==> config.mk <==
export PLATFORM = sky130hd
export DESIGN_NAME = pbus_split
export DESIGN_NICKNAME = d
export VERILOG_FILES = /design/src/hdl/soc_bus_pkg.sv /design/src/hdl/pbus_split.sv
export VERILOG_INCLUDE_DIRS = /design/src /design/src/hdl
export SDC_FILE = /design/constraint.sdc
export NUM_CORES = 1
export LEC_CHECK = 0
export BUFFER_PORTS_ARGS = -buffer_cell sky130_fd_sc_hd__buf_2
export CAP_MARGIN = 20
export CORE_AREA = 2 2 129 131
export CTS_CLUSTER_SIZE = 14
export DETAILED_ROUTE_END_ITERATION = 7
export DIE_AREA = 0 0 131 133
export SETUP_SLACK_MARGIN = 0.3
export SLEW_MARGIN = 20
export SYNTH_ARGS = -nofsm -noshare
export SYNTH_HDL_FRONTEND = slang
export SYNTH_SLANG_ARGS = --single-unit
==> constraint.sdc <==
create_clock -name clk_i -period 0.8 [get_ports clk_i]
set_input_delay 0.04 -clock clk_i [delete_from_list [all_inputs] [get_ports clk_i]]
set_output_delay 0.04 -clock clk_i [all_outputs]
set_load 0.03 [all_outputs]
==> src/hdl/soc_config.svh <==
`ifndef SOC_CONFIG_SVH
`define SOC_CONFIG_SVH

// bus widths
`define SOC_DATA_W 32
`define SOC_STRB_W (`SOC_DATA_W/8)

// APB byte address and the word offset without its two low bits
`define SOC_ADDR_W 12
`define SOC_OFF_W (`SOC_ADDR_W-2)

// byte address bits that pick a target
`define SOC_SEL_HI 11
`define SOC_SEL_LO 10

// internal memory words
`define SOC_MEM_DEPTH 256

// bit period in clock cycles after reset
`define SOC_UART_DIV_RESET 4

`endif

==> src/hdl/soc_bus_pkg.sv <==
`include "soc_config.svh"

package soc_bus_pkg;

   // region picked by the select bits
   typedef enum logic [1:0] {
      TGT_MEM   = 2'd0,
      TGT_TIMER = 2'd1,
      TGT_UART  = 2'd2,
      TGT_NONE  = 2'd3
   } target_e;

   // word offset with the region bits on top
   typedef struct packed {
      logic                   valid;
      logic                   write;
      logic [`SOC_OFF_W-1:0]  offset;
      logic [`SOC_DATA_W-1:0] wdata;
      logic [`SOC_STRB_W-1:0] wstrb;
   } bus_req_t;

   // valid for one cycle per request
   typedef struct packed {
      logic                   valid;
      logic [`SOC_DATA_W-1:0] rdata;
      logic                   err;
   } bus_rsp_t;

endpackage

==> src/hdl/pbus_split.sv <==
`timescale 1ns/1ns
`include "soc_config.svh"

module pbus_split (
   input  logic                  clk_i,
   input  logic                  rst_i,
   input  soc_bus_pkg::bus_req_t req_i,
   output soc_bus_pkg::bus_req_t mem_req_o,
   output soc_bus_pkg::bus_req_t timer_req_o,
   output soc_bus_pkg::bus_req_t uart_req_o,
   input  soc_bus_pkg::bus_rsp_t mem_rsp_i,
   input  soc_bus_pkg::bus_rsp_t timer_rsp_i,
   input  soc_bus_pkg::bus_rsp_t uart_rsp_i,
   output soc_bus_pkg::bus_rsp_t rsp_o
);
   // select bits as seen in the word offset
   localparam int SEL_HI = `SOC_SEL_HI - 2;
   localparam int SEL_LO = `SOC_SEL_LO - 2;

   soc_bus_pkg::target_e  tgt;
   soc_bus_pkg::bus_req_t fwd_q;
   logic                  mem_vld_q;
   logic                  tmr_vld_q;
   logic                  uart_vld_q;
   logic                  none_vld_q;

   assign tgt = soc_bus_pkg::target_e'(req_i.offset[SEL_HI:SEL_LO]);

   always_ff @(posedge clk_i) begin
      if (rst_i) begin
         mem_vld_q  <= 1'b0;
         tmr_vld_q  <= 1'b0;
         uart_vld_q <= 1'b0;
         none_vld_q <= 1'b0;
      end else begin
         mem_vld_q  <= req_i.valid & (tgt == soc_bus_pkg::TGT_MEM);
         tmr_vld_q  <= req_i.valid & (tgt == soc_bus_pkg::TGT_TIMER);
         uart_vld_q <= req_i.valid & (tgt == soc_bus_pkg::TGT_UART);
         none_vld_q <= req_i.valid & (tgt == soc_bus_pkg::TGT_NONE);
      end
   end

   // targets see a region-relative offset
   always_ff @(posedge clk_i) begin
      if (req_i.valid) begin
         fwd_q                      <= req_i;
         fwd_q.offset[SEL_HI:SEL_LO] <= '0;
      end
   end

   always_comb begin
      mem_req_o         = fwd_q;
      mem_req_o.valid   = mem_vld_q;
      timer_req_o       = fwd_q;
      timer_req_o.valid = tmr_vld_q;
      uart_req_o        = fwd_q;
      uart_req_o.valid  = uart_vld_q;
   end

   // idle targets drive zeros so unmapped reads return 0
   always_comb begin
      rsp_o.valid = mem_rsp_i.valid | timer_rsp_i.valid | uart_rsp_i.valid | none_vld_q;
      rsp_o.rdata = mem_rsp_i.rdata | timer_rsp_i.rdata | uart_rsp_i.rdata;
      rsp_o.err   = mem_rsp_i.err | timer_rsp_i.err | uart_rsp_i.err | none_vld_q;
   end

   a_one_target: assert property (
      @(posedge clk_i) disable iff (rst_i)
         $onehot0({mem_req_o.valid, timer_req_o.valid, uart_req_o.valid})
   );

endmodule

# After elaboration in Yosys (flattened, before gate mapping)
# Cells that the tools add are included.
[op_classes] reduce_logical=1 eq_ne=3 bitwise_logic=12
[ops] cell="$or A32 B32 Y32" count=2
[ops] cell="$or A1 B1 Y1" count=6
[ops] cell="$and A1 B1 Y1" count=4
[ops] cell="$eq A2 B2 Y1 const B" count=2
[ops] cell="$eq A2 B1 Y1 const B" count=1
[ops] cell="$logic_not A2 Y1" count=1
[totals] inputBits=152 output_inout_bits=178 ff_bits=49

# Depth between registers and ports, before layout
[logic_depth] ltp_word=3 mapped_depth=1 mapped_depth_nobuf=1

# Worst setup path after synthesis
# Ideal clock, no wire load.
[synth_timing] kind="register to output" start="register none_vld_q" end="output port rsp_o[0] (netlist name)" path_slack_ps=-202 t_required_ps=760 t_arrival_ps=962 stages_incl_launch_ff=2 path_cell_list="dfxtp_1 > or4_1"
[synth_rtl] item="from (decl)" line="pbus_split.sv:25" text="logic none_vld_q;"
[synth_rtl] item="from (signal assigned)" line="pbus_split.sv:39" text="none_vld_q <= req_i.valid & (tgt == soc_bus_pkg::TGT_NONE);"
[synth_rtl] item="to (decl)" line="pbus_split.sv:14" text="output soc_bus_pkg::bus_rsp_t rsp_o"

==> results.json <==
{
  "synth_edf_count": 45,
  "postPlaceCellArea_um2": 3790,
  "yosysUniqueCellTypes": 9,
  "path_clk_slew_ns": 0.06,
  "drc_errors": 0,
  "p_leak_nw": 2.42,
  "endpoint_kind": "output port",
  "grt_overflow_total": 0,
  "cp.arrival_ns": 1.17,
  "hold_ws_ns": -0.0755,
  "wirelength_mm": 9.94,
  "die_h_um": 133,
  "status": "complete, but fails checks",
  "dp_hpwl_mm": 7.33,
  "cts_made_buffers": 5,
  "synth_top_area_share_pct": 55.6,
  "finalNonFillerCells": 647,
  "dr.first_iter.drc_count": 33,
  "gp_congestion": 0.697,
  "async_reset_ff_share_pct": 0,
  "syn_inst": 187,
  "antenna_found_initial": 0,
  "area_growth_pct": 119,
  "nNetsFinal": 578,
  "fin_util_pct": 32.9,
  "setup-tns-final_ns": -23.60,
  "synth_most_common_cell": "buf_4",
  "crit_type": "reg2out",
  "core_area_um2": 16200,
  "placement_rows": 47,
  "die_w_um": 131,
  "grt_first_pass_wirelength_mm": 12.3,
  "power_mw": 8.66,
  "dieArea_um2": 17400,
  "first_global_vias": 2286,
  "cts_max_level": 2,
  "max_freq_mhz": 825,
  "fin_ws_ns": -0.413,
  "vdd_drop_max_mv": 0.948,
  "num_io_pins": 330,
  "slew_violations": 0,
  "post_cts_buffers": 0,
  "design_area_um2": 5330,
  "portBuffers": 323,
  "cp_max_fo": 2,
  "synth_area_leaders": "edfxtp_1 (56%), buf_4 (31%), or3_1 (8.2%)",
  "clockRootBuffer": "clkbuf_16",
  "vias": 2289,
  "final_hold_viol_count": 48,
  "synth_seq_cells": 49,
  "fin_crit_sh_pct": 152,
  "violations": "negative hold slack, negative setup slack",
  "hp-class": "in2reg",
  "clockBufferDepth": 2,
  "synth_flop_cell": "edfxtp_1",
  "cts_tree": "built",
  "drive_above_1_share_pct": 86.9,
  "drtAntennaViolNets": 0,
  "yosysWarnings": 0,
  "powerDensity_nw_per_um2": 1630,
  "dr.pass1.iters": 3,
  "grt_max_degree": 35,
  "syn_avg_cell_area_um2": 13.0,
  "cap_violations": 0,
  "synth.cell_area_um2": 2430,
  "yosysSeqAreaShare_pct": 58.8,
  "fin_crit_ns": 1.21,
  "rsz0062_at_grt": "true",
  "wl_per_cell_um": 15.4,
  "synth_commonest_cells": "buf_4 (99), edfxtp_1 (45), or3_1 (32)",
  "initial_utilization_pct": 15.0,
  "crit_required_ns": 0.76,
  "clkSinkCount": 49,
  "critPathLaunchType": "flip-flop",
  "setup_viol": 137,
  "avgViaCountPerCell": 3.54,
  "n_antenna_cell": 0,
  "synth_largest_area_cell": "edfxtp_1",
  "grt_usage_pct": 9.74,
  "place_inst": 638
}
==> cell type report <==
class	count	area [um^2]
Fill cell	1563	10800
Timing Repair Buffer	326	3030
Sequential cell	49	1440
Multi-Input combinational cell	44	450
Tap cell	220	275
Clock buffer	6	129
Clock inverter	2	10.0
==> path summary, 6_finish.rpt <==
check	from	endpoint	slack (ns)	depth (start not counted)
setup / recovery	none_vld_q	rsp_o[0]	-0.41	2
hold / removal	req_i[37]	mem_req_o[37]	-0.08	1
==> what timing repair did <==
action | in CTS | in global routing
pin swaps | 32 | 7
setup endpoints to repair | 172 | 173
resized for setup | 379 | 14
cloned | 0 | 1
endpoints found under the hold margin | 48 | 48
==> flip-flops by register name, summed over array words and instances (netlist names) <==
| register | cells |
|---|---|
| mem_req_o | 45 |
| mem_vld_q | 1 |
| none_vld_q | 1 |
| tmr_vld_q | 1 |
| uart_vld_q | 1 |
==> per-stage QoR <==
step | hold slack (ns) | setup slack (ns)
2_1_floorplan | 0.116 | -0.00207
3_3_place_gp | 0.216 | -0.134
3_5_place_dp | 0.218 | -0.132
4_1_cts | -0.0877 | -0.433
5_1_grt | -0.0898 | -0.447
6_report | -0.0755 | -0.413
==> power by group <==
part | internal (mW) | total [mW] | switching, mW
sequential | 3.02 | 3.30 | 0.274
clock | 1.15 | 2.05 | 0.900
combinational | 1.59 | 3.32 | 1.72
==> critical path: stages (launching register included) <==
cell,delay (ns)
dfxtp_1,0.31
or4_4,0.42
buf_6,0.15
==> metal layers <==
metal	vias up	part of all wire, %	track usage, %	routed length [um]
met2	205	57	19.8	5640
met3	13	11	2.55	1080
li1	1022	-	-	-
met5	-	0	0	0
met4	0	2.2	3.84	223
met1	1049	30	8.73	3000
==> cells in the final DEF (no fill, tap or decap), types with 2 or more instances in the layout <==
cell       count
buf_2        106
buf_6        217
clkbuf_16      6
clkinv_2       2
conb_1         6
dfxtp_2        3
edfxtp_1      45
or3_4         32
or4_4          2
==> cells by family after synthesis <==
logic type | share of synthesized area [%]
other | 0.154
AND/OR/NAND/NOR | 10.4
buffers and inverters | 30.6
flip-flops | 58.8
(Power assumes the default switching activity.)
