## src/hdl/soc_config.svh

```systemverilog
`ifndef SOC_CONFIG_SVH
`define SOC_CONFIG_SVH

// bus widths
`define SOC_DATA_W 32
`define SOC_STRB_W (`SOC_DATA_W/8)

// APB byte address and the word offset without its two low bits
`define SOC_ADDR_W 12
`define SOC_OFF_W (`SOC_ADDR_W-2)

// byte address bits that pick a target
`define SOC_SEL_HI 11
`define SOC_SEL_LO 10

// internal memory words
`define SOC_MEM_DEPTH 256

// bit period in clock cycles after reset
`define SOC_UART_DIV_RESET 4

`endif

```

## src/hdl/soc_bus_pkg.sv

```systemverilog
`include "soc_config.svh"

package soc_bus_pkg;

   // region picked by the select bits
   typedef enum logic [1:0] {
      TGT_MEM   = 2'd0,
      TGT_TIMER = 2'd1,
      TGT_UART  = 2'd2,
      TGT_NONE  = 2'd3
   } target_e;

   // word offset with the region bits on top
   typedef struct packed {
      logic                   valid;
      logic                   write;
      logic [`SOC_OFF_W-1:0]  offset;
      logic [`SOC_DATA_W-1:0] wdata;
      logic [`SOC_STRB_W-1:0] wstrb;
   } bus_req_t;

   // valid for one cycle per request
   typedef struct packed {
      logic                   valid;
      logic [`SOC_DATA_W-1:0] rdata;
      logic                   err;
   } bus_rsp_t;

endpackage

```

## src/hdl/apb_front.sv

```systemverilog
`timescale 1ns/1ns
`include "soc_config.svh"

module apb_front (
   input  logic                   clk_i,
   input  logic                   rst_i,
   input  logic                   psel_i,
   input  logic                   penable_i,
   input  logic                   pwrite_i,
   input  logic [`SOC_ADDR_W-1:0] paddr_i,
   input  logic [`SOC_DATA_W-1:0] pwdata_i,
   input  logic [`SOC_STRB_W-1:0] pstrb_i,
   output logic [`SOC_DATA_W-1:0] prdata_o,
   output logic                   pready_o,
   output logic                   pslverr_o,
   output soc_bus_pkg::bus_req_t  req_o,
   input  soc_bus_pkg::bus_rsp_t  rsp_i
);
   logic                   busy;
   logic                   capture;
   logic                   req_vld;
   logic                   req_wr;
   logic [`SOC_OFF_W-1:0]  req_off;
   logic [`SOC_DATA_W-1:0] req_wdata;
   logic [`SOC_STRB_W-1:0] req_wstrb;

   // first cycle of the access phase only
   assign capture = psel_i & penable_i & ~busy;

   always_ff @(posedge clk_i) begin
      if (rst_i) begin
         busy      <= 1'b0;
         req_vld   <= 1'b0;
         pready_o  <= 1'b0;
         pslverr_o <= 1'b0;
      end else begin
         req_vld   <= capture;
         pready_o  <= rsp_i.valid;
         pslverr_o <= rsp_i.valid & rsp_i.err;
         if (capture) begin
            busy <= 1'b1;
         end else if (pready_o) begin
            busy <= 1'b0;
         end
      end
   end

   always_ff @(posedge clk_i) begin
      if (capture) begin
         req_wr    <= pwrite_i;
         req_off   <= paddr_i[`SOC_ADDR_W-1:2];
         req_wdata <= pwdata_i;
         req_wstrb <= pstrb_i;
      end
      // held for the pready cycle
      if (rsp_i.valid) begin
         prdata_o <= rsp_i.rdata;
      end
   end

   always_comb begin
      req_o.valid  = req_vld;
      req_o.write  = req_wr;
      req_o.offset = req_off;
      req_o.wdata  = req_wdata;
      req_o.wstrb  = req_wstrb;
   end

   a_penable_needs_psel: assert property (
      @(posedge clk_i) disable iff (rst_i) penable_i |-> psel_i
   );

endmodule

```

## config.mk

```make
export PLATFORM = sky130hd
export DESIGN_NAME = apb_front
export DESIGN_NICKNAME = d
export VERILOG_FILES = /design/src/hdl/soc_bus_pkg.sv /design/src/hdl/apb_front.sv
export VERILOG_INCLUDE_DIRS = /design/src /design/src/hdl
export SDC_FILE = /design/constraint.sdc
export NUM_CORES = 1
export LEC_CHECK = 0
export ABC_AREA = 1
export BUFFER_PORTS_ARGS = -buffer_cell sky130_fd_sc_hd__buf_2
export CAP_MARGIN = 20
export CORE_MARGIN = 10
export CORE_UTILIZATION = 41
export DETAILED_ROUTE_END_ITERATION = 10
export PLACE_DENSITY = 0.79
export SLEW_MARGIN = 30
export SYNTH_ARGS = -nofsm -noshare
export SYNTH_HDL_FRONTEND = slang
export SYNTH_SLANG_ARGS = --single-unit
```

## constraint.sdc

```tcl
create_clock -name clk_i -period 2.5 [get_ports clk_i]
set_input_delay 0.125 -clock clk_i [delete_from_list [all_inputs] [get_ports clk_i]]
set_output_delay 0.125 -clock clk_i [all_outputs]
set_load 0.01 [all_outputs]
```

-- After elaboration in Yosys (flattened, before gate mapping)
Index checks and enable logic that the tools add are counted.
Widths: inputs -> output; s select.
- register bits: 83
- bits in latches: 0
- memory bits (writable): 0
- bits in read-only memories: 0
- input port bits: 87
- logic and storage cells: 16
- memories: 0
- add/sub/neg operators: 0
- multipliers: 0
- div/mod/pow operators: 0
- $lt $le $gt $ge: 0
- eq/ne operators: 0
- shift-type cells: 0
- mux-type cells: 2
- bitwise logic cells: 4
- reductions and logical operators: 1
- operators with widths (kind ; number):
    $and 1x1->1 ; 3
    $mux 1 ; 2
    $reduce_bool 2->1 ; 1
    $not 1->1 ; 1

-- Longest topological paths before layout
- word-level depth: 3
- gate-level depth with buffers: 4
- mapped depth without buffers: 4

-- Least setup slack after synthesis
No wires, ideal clock.
- path kind: reg2reg
- start point: register busy
- end point: register req_off[0], enable pin
- library setup time: 0.415 ns
- arrival: 1.561 ns
- required time: 2.085 ns
- path slack: 0.524 ns
- cell stages (with the launch flop): 2
- buffers on the path: 0
- cells stage by stage: dfxtp_1 -> nor2_2
- word-level cells in the longest chain between the ends: 2
- RTL lines (what ; RTL line ; RTL):
    from (decl) ; apb_front.sv:19 ; logic busy;
    from (signal assigned) ; apb_front.sv:32 ; busy <= 1'b0;
    from (signal assigned) ; apb_front.sv:41 ; busy <= 1'b1;
    from (signal assigned) ; apb_front.sv:43 ; busy <= 1'b0;
    $not 1->1 ; apb_front.sv:28 ; assign capture = psel_i & penable_i & ~busy;
    $and 1x1->1 ; apb_front.sv:28 ;
    named net capture ; apb_front.sv:20 ; logic capture;
    to (signal assigned) ; apb_front.sv:51 ; req_off <= paddr_i[`SOC_ADDR_W-1:2];
    to (decl) ; apb_front.sv:23 ; logic [`SOC_OFF_W-1:0] req_off;
The timed path passes the listed nets, and every way through them passes these cells.
A chain may end at the register's enable or synchronous reset.

-- Final worst setup path
- start point: register busy
- end point: register req_wdata[24], enable pin
- word-level cells in the longest chain between the ends: 2
- RTL lines (what ; RTL line ; RTL):
    $not 1->1 ; apb_front.sv:28 ;
    $and 1x1->1 ; apb_front.sv:28 ;
    named net capture ; apb_front.sv:20 ;
    to (signal assigned) ; apb_front.sv:52 ; req_wdata <= pwdata_i;
    to (decl) ; apb_front.sv:24 ; logic [`SOC_DATA_W-1:0] req_wdata;
The timed path passes the listed nets, and every way through them passes these cells.

==> flow_metrics.tcl <==
set metrics [dict create \
    outcome "completed" \
    reg2reg_to "req_wdata[24]$_DFFE_PP_" \
    vias 1931 \
    powerDensity_nw_per_um2 627 \
    grt_pass1_wl_mm 13.0 \
    fin_crit_ns 1.37 \
    dieArea_um2 9670 \
    synth_edf_count 79 \
    finish.instance_area_um2 4410 \
    hp-start "penable_i" \
    antennaDiodeCount 0 \
    hold-path-cell-count 5 \
    relSlewSlack_pct 53.2 \
    drt_iter0_drc 75 \
    tightest_slew_ns 0.701 \
    num_rows 28 \
    grt_max_degree 45 \
    antenna_found_initial 0 \
    place_area_um2 3440 \
    synthAdderAreaFrac_pct 0 \
    cts_tree "done" \
    drc 0 \
    cts.clk_slew.worst_paths_ns 0.08 \
    synth_seq_cells 83 \
    max-cap-violations 0 \
    synth_top_area_share_pct 94.3 \
    ys_async_sr_fraction_pct 0 \
    period_share_pct 54.7 \
    track_usage_pct 17.6 \
    htree_levels 3 \
    synth-seq-area-share_pct 97.5 \
    fmax_mhz 732 \
    num-nets-final 440 \
    hold_path_class "input pin to register" \
    cp_max_fo 44 \
    via_per_inst 4.46 \
    dp_slack_ns 1.13 \
    worstPathArrival_ns 1.35 \
    min_to "req_vld$_SDFF_PP0_" \
    synthTopCellsByArea "edfxtp_1 (94%), dfxtp_1 (3.2%), buf_4 (0.60%), nand2_1 (0.60%), inv_1 (0.45%)" \
    ys.flop_type "edfxtp_1" \
    ff2ff_path_depth 2 \
    drtAntennaViolNets 0 \
    setup_tns_ns 0 \
    finClkSkew_ns 0.00323 \
    first_pass_iters 4 \
    cts_root_buffer "clkbuf_8" \
    grt_overflow 0 \
    hold_buffers 81 \
    drive_above_1_share_pct 50.6 \
    synth_common_cells "edfxtp_1 (79), dfxtp_1 (4), nand2_1 (4), inv_1 (3)" \
    grt_pass1_vias 2146 \
    place_inst 336 \
    reg2reg_from "busy$_SDFFE_PP0P_" \
    wirelength_mm 8.47 \
    stdcell_count 433 \
    hold_ws_ns 0.169 \
    synth.net_count 183 \
    crit_start "busy$_SDFFE_PP0P_" \
    io-pin-count 169 \
    synth_top_family_by_area "simple AND/OR/NAND/NOR gates" \
    finalSetupViolations 0 \
    die_x_um 98.3 \
    leakagePower_nw 1.90 \
    synthToLayoutAreaGrowth_pct 75.3 \
    worstSetupPathType "register to register" \
    portBuffers 166 \
    yosysWarnings 0 \
    fp.dieH_um 98.3 \
    synth_compound_area_share_pct 0 \
    clk_latency_ns 0.34 \
    start_kind "register" \
    wl_per_cell_um 19.6 \
    rsz0062_at_grt "false" \
    yosysTopAreaCell "edfxtp_1" \
    crit_path_end_kind "register" \
    cp.required_ns 2.48 \
    clock-sinks 83 \
    synth-simple-area-share_pct 1.44 \
    cts_resized 0 \
    design.core.area_um2 5960 \
    synth.most_common_cell "edfxtp_1" \
    rrSetupSlack_ns 1.13 \
    finalPower_mw 2.76 \
    setup_ws_ns 1.13 \
    syn_area_per_cell_um2 26.2 \
    slew_viol_final 0 \
    synth_xor_area_share_pct 0 \
    gp_congestion 0.722 \
    cts_setup_buffers 0 \
    synthMuxAreaShare_pct 0 \
    ys_types 8 \
    syn_inst 96 \
    cts_buffers 9 \
    hold_viol_final 0 \
    max-clock-path-buffers 2 \
    ir_drop_v 0.000434 \
    initial_core_util_pct 42.2 \
    syn_area_um2 2510 \
    fin_util_pct 74.0 \
]
## critical path, stage by stage, from the launching register on
cell	delay (ns)
dfxtp_1	0.34
nor2_4	0.17
buf_4	0.48
## state kept, by name (all words and copies together) (netlist names)
register and cells:
prdata_o 32, pready_o 1, busy 1, req_off 10
req_wdata 32, req_vld 1, req_wstrb 4, req_wr 1
pslverr_o 1
## metal layers
| metal | up-vias | track usage, % | wire (um) |
|---|---|---|---|
| li1 | 882 | - | - |
| met1 | 891 | 19.4 | 3230 |
| met2 | 147 | 27.2 | 3880 |
| met3 | 11 | 11.2 | 1260 |
| met4 | 0 | 6.28 | 99 |
| met5 | - | 0 | 0 |
## final cells by class
class	count	area (um^2)
inverter	3	11.3
multi-input combinational	8	41.3
clock buffer	10	128
sequential	83	2450
timing repair buffer	248	1650
fill	357	1550
clock inverter	6	32.5
tap	75	93.8
## cells by family after synthesis
logic type             after synthesis
flip-flops                          83
AND/OR/NAND/NOR                      8
buffers and inverters                5
## power breakdown
part | switching [mW] | total, mW | internal [mW]
Clock | 0.448 | 0.798 | 0.351
Combinational | 0.150 | 0.330 | 0.180
Sequential | 0.0226 | 1.64 | 1.61
Total | 0.620 | 2.76 | 2.14
## worst max path at each step
stage	cells past startpoint	slack, ns	end
after detailed placement	2	1.13	req_wdata[18]$_DFFE_PP_
after global routing	2	1.04	req_wdata[29]$_DFFE_PP_
final	2	1.13	req_wdata[24]$_DFFE_PP_
after CTS	2	1.12	req_wstrb[0]$_DFFE_PP_
after global placement	2	1.17	req_wdata[0]$_DFFE_PP_
after floorplan	1	0.52	req_off[0]$_DFFE_PP_
## layout by cell type, fill, tap and decap left out, drive strengths merged
cell / n
nor2: 3
nand3b: 1
dfxtp: 4
inv: 3
clkinv: 4
edfxtp: 79
clkbuf: 10
nand2: 4
buf: 167
dlygate4sd3: 81
clkinvlp: 2
No activity file was read; power rests on OpenSTA's default activity.
