==> config.mk <==
export PLATFORM = sky130hd
export DESIGN_NAME = timer_csrs
export DESIGN_NICKNAME = d
export VERILOG_FILES = /design/src/hdl/soc_bus_pkg.sv /design/src/hdl/soc_periph_pkg.sv /design/src/hdl/timer_csrs.sv
export VERILOG_INCLUDE_DIRS = /design/src /design/src/hdl
export SDC_FILE = /design/constraint.sdc
export NUM_CORES = 1
export LEC_CHECK = 0
export ABC_AREA = 1
export CELL_PAD_IN_SITES_DETAIL_PLACEMENT = 1
export CELL_PAD_IN_SITES_GLOBAL_PLACEMENT = 1
export CORE_MARGIN = 2
export CORE_UTILIZATION = 46
export CTS_CLUSTER_DIAMETER = 150
export DETAILED_ROUTE_END_ITERATION = 6
export DONT_BUFFER_PORTS = 1
export MAX_ROUTING_LAYER = met4
export PLACE_DENSITY = 0.83
export SLEW_MARGIN = 20
export SYNTH_ARGS = -nofsm -noshare
export SYNTH_HDL_FRONTEND = slang
export SYNTH_SLANG_ARGS = --single-unit
==> constraint.sdc <==
create_clock -name clk_i -period 4.1 [get_ports clk_i]
set_input_delay 0.41 -clock clk_i [delete_from_list [all_inputs] [get_ports clk_i]]
set_output_delay 0.41 -clock clk_i [all_outputs]
set_load 0.02 [all_outputs]
==> src/hdl/soc_config.svh <==
`ifndef SOC_CONFIG_SVH
`define SOC_CONFIG_SVH

// bus widths
`define SOC_DATA_W 32
`define SOC_STRB_W (`SOC_DATA_W/8)

// APB byte address and the word offset without its two low bits
`define SOC_ADDR_W 12
`define SOC_OFF_W (`SOC_ADDR_W-2)

// byte address bits that pick a target
`define SOC_SEL_HI 11
`define SOC_SEL_LO 10

// internal memory words
`define SOC_MEM_DEPTH 256

// bit period in clock cycles after reset
`define SOC_UART_DIV_RESET 4

`endif

==> src/hdl/soc_bus_pkg.sv <==
`include "soc_config.svh"

package soc_bus_pkg;

   // region picked by the select bits
   typedef enum logic [1:0] {
      TGT_MEM   = 2'd0,
      TGT_TIMER = 2'd1,
      TGT_UART  = 2'd2,
      TGT_NONE  = 2'd3
   } target_e;

   // word offset with the region bits on top
   typedef struct packed {
      logic                   valid;
      logic                   write;
      logic [`SOC_OFF_W-1:0]  offset;
      logic [`SOC_DATA_W-1:0] wdata;
      logic [`SOC_STRB_W-1:0] wstrb;
   } bus_req_t;

   // valid for one cycle per request
   typedef struct packed {
      logic                   valid;
      logic [`SOC_DATA_W-1:0] rdata;
      logic                   err;
   } bus_rsp_t;

endpackage

==> src/hdl/soc_periph_pkg.sv <==
package soc_periph_pkg;

   // timer word offsets
   typedef enum logic [7:0] {
      TMR_CTRL  = 8'd0,
      TMR_COUNT = 8'd1
   } timer_reg_e;

   // uart word offsets
   typedef enum logic [7:0] {
      UART_DIV    = 8'd0,
      UART_TXDATA = 8'd1,
      UART_STATUS = 8'd2
   } uart_reg_e;

   // transmitter FSM
   typedef enum logic [1:0] {
      UART_IDLE,
      UART_START,
      UART_DATA,
      UART_STOP
   } uart_state_e;

endpackage

==> src/hdl/timer_csrs.sv <==
`timescale 1ns/1ns
`include "soc_config.svh"

module timer_csrs (
   input  logic                  clk_i,
   input  logic                  rst_i,
   input  soc_bus_pkg::bus_req_t req_i,
   output soc_bus_pkg::bus_rsp_t rsp_o
);
   localparam int RW = $bits(soc_periph_pkg::timer_reg_e);
   localparam int DW = `SOC_DATA_W;

   soc_periph_pkg::timer_reg_e reg_sel;
   logic                       ctrl_we;
   logic                       enable;
   logic [DW-1:0]              count;

   assign reg_sel = soc_periph_pkg::timer_reg_e'(req_i.offset[RW-1:0]);
   assign ctrl_we = req_i.valid & req_i.write & (reg_sel == soc_periph_pkg::TMR_CTRL);

   always_ff @(posedge clk_i) begin
      if (rst_i) begin
         enable <= 1'b0;
         count  <= '0;
      end else begin
         if (ctrl_we) begin
            enable <= req_i.wdata[0];
         end
         // clear wins over the increment
         if (ctrl_we && req_i.wdata[1]) begin
            count <= '0;
         end else if (enable) begin
            count <= count + 1'b1;
         end
      end
   end

   always_comb begin
      rsp_o.valid = req_i.valid;
      rsp_o.rdata = '0;
      rsp_o.err   = 1'b0;
      if (req_i.valid) begin
         case (reg_sel)
            soc_periph_pkg::TMR_CTRL: begin
               // clear bit reads back as 0
               if (!req_i.write) begin
                  rsp_o.rdata = DW'(enable);
               end
            end
            soc_periph_pkg::TMR_COUNT: begin
               if (req_i.write) begin
                  rsp_o.err = 1'b1;
               end else begin
                  rsp_o.rdata = count;
               end
            end
            default: rsp_o.err = 1'b1;
         endcase
      end
   end

endmodule

== Word level (Yosys, flattened, before mapping) ==
Cells that the tools add are included.
Cells by class
  add/sub/neg operators: 1
  multipliers: 0
  div/mod/pow operators: 0
  $lt $le $gt $ge: 0
  eq/ne operators: 1
  shift operators: 0
  multiplexer cells: 6
  bitwise logic cells: 2
  reduce and logical (&&, ||, !) cells: 3
Operators by type and width (count)
  $pmux 32 s2: 1
  $mux 33: 1
  $add 32x1->32 const B: 1
  $mux 32: 1
  $eq 8x1->1 const B: 1
  $logic_not 8->1: 1
  $and 1x1->1: 2
  $mux 1: 2
  $pmux 1 s2: 1
  $reduce_or 2->1: 1
  $logic_and 1x1->1: 1
Storage, ports and cells
  register bits after elaboration: 33
  latch bits: 0
  bits in writable memories: 0
  ROM bits: 0
  input port bits: 50
  output and inout port bits: 34
  word-level logic and storage cells: 15
  memories: 0

== Logic depth before layout (Yosys ltp) ==
Gate-level depths: netlist of run 1.
  word-level depth: 4
  gate-level depth with buffers: 9
  gate-level depth less buffers: 9

== Worst setup path after synthesis of run 1 ==
No wires, ideal clock.
  kind: input-to-output
  start: input req_i[43] (netlist bit)
  end: output rsp_o[32] (netlist bit)
  data arrival time: 1.422 ns
  required time: 3.690 ns
  setup slack: 2.268 ns
  stages on the path: 6
  path buffers: 1
  cell sequence: nor2_1 > nand2_1 > nor3b_2 > nand2_1 > buf_2 > nor2_1
RTL lines
  start: declaration: RTL line timer_csrs.sv:7  | input soc_bus_pkg::bus_req_t req_i,
  end: declaration: RTL line timer_csrs.sv:8  | output soc_bus_pkg::bus_rsp_t rsp_o

==> impl_metrics.tcl, run 1 <==
set metrics [dict create \
    avgSynthCellArea_sq_um 6.462 \
    track_usage_pct 25.23 \
    hold_depth 1 \
    cp_data_required_time_ns 3.69 \
    hp-class "in2reg" \
    synth-seq-cells 33 \
    clk_latency_ns 0.30 \
    r2r_start "count[0]$_SDFFE_PP0P_" \
    core_area_sq_mm 0.004786 \
    cap_violations 0 \
    synthFlopType "dfxtp_1" \
    clockPowerShare_pct 42.2 \
    dp_hpwl_um 4856 \
    fp-row-count 25 \
    pwr-share-comb_pct 3.0 \
    cts_hold_buf 0 \
    vias 2192 \
    root_buffer "clkbuf_8" \
    power_leakage_nw 0.8217 \
    layout-drive-gt1-share_pct 15.13 \
    slew-limit-headroom_pct 33.01 \
    fill_cells 675 \
    ant_nets 0 \
    hp-start "rst_i" \
    clk_pin_slew_ns 0.06 \
    routed_wl_um 6282 \
    post-cts-setup-buffers 0 \
    ys_seq_area_share_pct 28.56 \
    pin_count 84 \
    grt_pass1_vias 2207 \
    rsz0062_at_grt "false" \
    globalRouteOverflowTotal 0 \
    cp_cell_sequence "nor2_1 -> nand2_1 -> nor3b_2 -> nand2_1 -> buf_4 -> nor3_2" \
    clockBufferDepth 2 \
    routabilityCongestion 0.8996 \
    synth_nets 409 \
    r2r_end "count[26]$_SDFFE_PP0P_" \
    rrSetupSlack_ns 2.41 \
    dpl_worst_slack_ns 1.607 \
    wl_per_cell_um 14.82 \
    initial_core_util_pct 48.34 \
    portBuffers 0 \
    final.setup.tns_ns 0 \
    postPlaceCellArea_sq_mm 0.002349 \
    fmax_mhz 404.2 \
    critPathMaxStageDelay_ns 0.45 \
    switching_share_pct 24.51 \
    drt-pass1-iter-count 4 \
    cts_tree "yes" \
    crit_path_max_fanout 17 \
    min_period_over_period_pct 60.34 \
    post-route-cell-area_sq_mm 0.002431 \
    setup_viol 0 \
    slew_violations 0 \
    die_h_um 74.92 \
    cpMaxStageDelayCell "nand2_1" \
    cp.arrival_ns 2.06 \
    routed_via_density 5.170 \
    multi_input_area_sq_mm 0.001433 \
    drt-initial-drc-count 71 \
    drc 0 \
    regArea_sq_um 660.6 \
    synth-edff-count 0 \
    cpMostUsedCell "nand2_1" \
    antenna_found_initial 0 \
    clock_skew_ns 0.01049 \
    ctsResizeCount 0 \
    final_common_cell "nand2_1" \
    cp-start-kind "primary input" \
    net-switching-power_uw 143.2 \
    status "complete, no violations" \
    grt_max_degree 27 \
    r2r_cells 8 \
    synthArstFlopShare_pct 0 \
    grt_first_pass_wirelength_um 10390 \
    yosys_warnings 0 \
    syn_area_sq_mm 0.002313 \
    die_w_um 74.92 \
    cts_htree_levels 2 \
    final_cell_mix "nand2_1, nor2_1, inv_1, dfxtp_1, nand3_1" \
    cts_buffers 5 \
    min_to "enable$_SDFFE_PP0P_" \
    period_minus_slack_ns 2.474 \
    pwr-share-seq_pct 54.8 \
    power_uw 584.1 \
    netlist_instances 358 \
    nNetsFinal 407 \
    power_density_mw_per_mm2 240.3 \
    setup_ws_ns 1.626 \
    numClockSinks 33 \
    peakVddDrop_v 0.0001040 \
    dieArea_sq_mm 0.005612 \
    intPower_uw 440.9 \
    antennaDiodeCount 0 \
    syn2layout_area_growth_pct 5.084 \
    end_kind "output port" \
    yosysUniqueCellTypes 30 \
    hold_viol_final 0 \
    worst-setup-path-type "in2out" \
    tightestPinTransition_ns 1.004 \
]
[worst max path at each step]
stage | slack (ns) | depth (start not counted) | from | endpoint
2_1_floorplan | 2.27 | 6 | req_i[43] | rsp_o[32]
6_report | 1.63 | 6 | req_i[43] | rsp_o[21]
5_1_grt | 1.42 | 6 | req_i[41] | rsp_o[23]
3_5_place_dp | 1.61 | 6 | req_i[41] | rsp_o[21]
4_1_cts | 1.60 | 6 | req_i[41] | rsp_o[21]
3_3_place_gp | 1.69 | 6 | req_i[43] | rsp_o[13]
[power groups by stage]
stage          Clock [mW]  Combinational [mW]  Sequential [mW]
5_1_grt             0.263              0.0196            0.320
2_1_floorplan           0              0.0178            0.328
3_3_place_gp            0              0.0177            0.328
6_report            0.246              0.0174            0.320
4_1_cts             0.249              0.0179            0.320
3_5_place_dp            0              0.0179            0.328
[cell usage after synthesis, types with 2 or more instances]
library cell   n  share of area [%]
a21oi_1        9                1.9
buf_2          3               0.65
buf_4          4                1.3
clkbuf_1       3               0.49
dfxtp_1       33                 29
inv_1         39                6.3
inv_2          3               0.49
nand2_1       88                 14
nand2_2        8                2.2
nand3_1       21                4.5
nand3_4        2                1.5
nand4_1       11                3.0
nor2_1        76                 12
nor2_2         5                1.4
nor2_4         4                1.9
nor2_8         2                1.7
nor3_1         5                1.1
nor3_2        19                8.2
o21ai_0        3               0.65
xor2_1        10                3.8
[metrics by stage]
stage | cells | utilization, % | hold WS, ns
2_1_floorplan | 358 | - | 0.4700
3_3_place_gp | 416 | 49.07 | 0.4932
3_5_place_dp | 416 | 49.07 | 0.4984
4_1_cts | 424 | 50.80 | 0.1931
5_1_grt | 424 | 50.80 | 0.1986
6_report | 424 | 50.80 | 0.1972
[state kept, by name, indices dropped and copies added (netlist names)]
name    count
enable      1
count      32
[layout make-up]
type,count,area share [%]
multi-input cells,272,58.93
clock inverters,2,0.4117
well taps,67,3.448
inverters,43,6.742
clock buffers,6,2.985
flip-flops and latches,33,27.17
repair buffers,1,0.3088
[kinds of logic (layout without fill, tap and decap cells)]
kind of cell | count (synthesis) | in the layout | synth area share (%)
simple gates | 245 | 245 | 53.81
buf+inv | 53 | 52 | 9.519
flops | 33 | 33 | 28.56
compound gates | 15 | 15 | 3.407
xor+xnor | 11 | 11 | 4.164
fa+ha+maj | 1 | 1 | 0.5407
[routing by layer]
layer | wire [um] | part of all wire, % | track usage [%] | vias up
met2 | 3056 | 49 | 42.11 | 36
met1 | 2963 | 47 | 31.32 | 1028
met5 | 0 | 0 | - | -
li1 | - | - | - | 1121
met4 | 63 | 1.0 | 6.349 | 0
met3 | 198 | 3.2 | 4.819 | 7
[critical path: cells and delay by family]
family / cells / cell delay, ns
AND/OR/NAND/NOR: 5 / 1.25
buffers and inverters: 1 / 0.41
(Power assumes the default switching activity.)
==> run 2, diff against run 1 <==
--- a/config.mk
+++ b/config.mk
@@ -10,12 +10,12 @@
 export CELL_PAD_IN_SITES_DETAIL_PLACEMENT = 1
 export CELL_PAD_IN_SITES_GLOBAL_PLACEMENT = 1
 export CORE_MARGIN = 2
-export CORE_UTILIZATION = 46
+export CORE_UTILIZATION = 39
 export CTS_CLUSTER_DIAMETER = 150
 export DETAILED_ROUTE_END_ITERATION = 6
 export DONT_BUFFER_PORTS = 1
 export MAX_ROUTING_LAYER = met4
-export PLACE_DENSITY = 0.83
+export PLACE_DENSITY = 0.75
 export SLEW_MARGIN = 20
 export SYNTH_ARGS = -nofsm -noshare
 export SYNTH_HDL_FRONTEND = slang
==> constraint.sdc (replaced) <==
create_clock -name clk_i -period 2.2 [get_ports clk_i]
set_input_delay 0.22 -clock clk_i [delete_from_list [all_inputs] [get_ports clk_i]]
set_output_delay 0.22 -clock clk_i [all_outputs]
set_load 0.02 [all_outputs]
==> run 2 against run 1 <==
  * Critical path depth is 2 lower
  * Cell count is 9.7% higher
  * Global-route usage is 1.6 points lower
  * Combinational power is 120% higher
  * Largest power group unchanged
==> impl_metrics.tcl, run 2 (synthesis gave the netlist of run 1 again) <==
set metrics [dict create \
    globalRouteOverflowTotal 0 \
    clockBufferDepth 2 \
    cap_violations 0 \
    cts_buffers 5 \
    setup_viol 0 \
    wl_per_cell_um 14.74 \
    die_w_um 81.02 \
    grt_first_pass_wirelength_um 11640 \
    ant_nets 0 \
    pin_count 84 \
    post-route-cell-area_sq_mm 0.002703 \
    nNetsFinal 441 \
    cts_tree "yes" \
    drt-pass1-iter-count 4 \
    end_kind "output port" \
    hold_viol_final 0 \
    tightestPinTransition_ns 1.113 \
    dp_hpwl_um 5309 \
    worst-setup-path-type "reg2out" \
    drc 0 \
    min_period_over_period_pct 87.63 \
    antennaDiodeCount 0 \
    cts_htree_levels 2 \
    antenna_found_initial 0 \
    numClockSinks 33 \
    period_minus_slack_ns 1.928 \
    crit_path_max_fanout 9 \
    initial_core_util_pct 39.78 \
    hp-class "in2reg" \
    cp_cell_sequence "inv_1 -> nor2_1 -> nand2_1 -> a21oi_1" \
    post-cts-setup-buffers 0 \
    vias 2355 \
    slew-limit-headroom_pct 25.73 \
    routed_via_density 5.065 \
    drt-initial-drc-count 94 \
    grt_max_degree 33 \
    top_regs "count (32), enable (1)" \
    cts_hold_buf 1 \
    slew_violations 0 \
    power_density_mw_per_mm2 408.9 \
    final.setup.tns_ns 0 \
    critPathMaxStageDelay_ns 0.60 \
    largest_reg_flops 32 \
    path_buf_inv 1 \
    fp-row-count 28 \
    routabilityCongestion 0.8372 \
    wl_met2_um 3231 \
    wl_met3_um 224 \
    status "complete, no violations" \
    cp-start-kind "flip-flop" \
    clk_pin_slew_ns 0.07 \
    die_h_um 81.02 \
    postPlaceCellArea_sq_mm 0.002606 \
    crit_family "flip-flops" \
    layout-drive-gt1-share_pct 22.05 \
    power_leakage_nw 1.004 \
    ctsResizeCount 0 \
    syn2layout_area_growth_pct 16.82 \
    clk_latency_ns 0.29 \
    fmax_mhz 518.7 \
    final_cell_mix "nand2_1, nor2_1, inv_1, buf_4, dfxtp_1" \
    routed_wl_um 6853 \
    cp_data_required_time_ns 1.98 \
    clock_skew_ns 0.004737 \
    core_area_sq_mm 0.005816 \
    portBuffers 0 \
    top_layer "met4" \
    dieArea_sq_mm 0.006564 \
    regMostFlops "count" \
    wl_met1_um 3224 \
    cpMaxStageDelayCell "dfxtp_1" \
    peakVddDrop_v 0.0001708 \
    track_usage_pct 23.58 \
    root_buffer "clkbuf_8" \
    cp.arrival_ns 1.71 \
    rsz0062_at_grt "false" \
    final_common_cell "nand2_1" \
    grt_pass1_vias 2439 \
]
[run 2: metal layers]
metal  global-route usage [%]  vias up
li1                         -     1186
met1                    29.74     1099
met2                    38.35       56
met3                    3.556       14
met4                    8.475        0
met5                        -        -
[run 2: worst paths after layout]
kind,start,endpoint,slack [ns],cells past startpoint
worst min-delay path,req_i[4],enable$_SDFFE_PP0P_,0.1,2
worst max-delay path,enable$_SDFFE_PP0P_,rsp_o[1],0.27,4
worst min register to register,count[6]$_SDFFE_PP0P_,count[6]$_SDFFE_PP0P_,0.51,2
worst max register to register,count[0]$_SDFFE_PP0P_,count[26]$_SDFFE_PP0P_,0.48,8
[run 2: final cells by class]
| cell class | instances | area [sq um] |
|---|---|---|
| Tap cell | 75 | 93.84 |
| Multi-Input combinational cell | 272 | 1433 |
| Timing Repair Buffer | 35 | 265.3 |
| Fill cell | 827 | 3113 |
| Clock buffer | 7 | 86.33 |
| Inverter | 43 | 163.9 |
| Sequential cell | 33 | 660.6 |
[run 2: worst reg2reg max path, delay by kind of cell, from the launching register on]
kind	cells	cell delay [ns]
adder cells (fa/ha/maj)	1	0.26
flip-flops	1	0.45
AND/OR/NAND/NOR	7	0.89
[run 2: through the flow]
step | power [mW] | cells | setup WS [ns] | util [%] | hold WS (ns)
2_1_floorplan | 0.6441 | 358 | 0.7484 | - | 0.2985
3_3_place_gp | 0.6464 | 457 | 0.5642 | 44.82 | 0.3025
3_5_place_dp | 0.6480 | 457 | 0.5167 | 44.82 | 0.3009
4_1_cts | 1.114 | 465 | 0.2764 | 46.47 | 0.09518
5_1_grt | 1.144 | 465 | 0.1843 | 46.47 | 0.09862
6_report | 1.105 | 465 | 0.2722 | 46.47 | 0.09754
[run 2: where the power goes]
part / switching, mW / internal [mW]
combinational: 0.0293 / 0.00896
clock: 0.221 / 0.248
sequential: 0.000135 / 0.597
total: 0.251 / 0.854
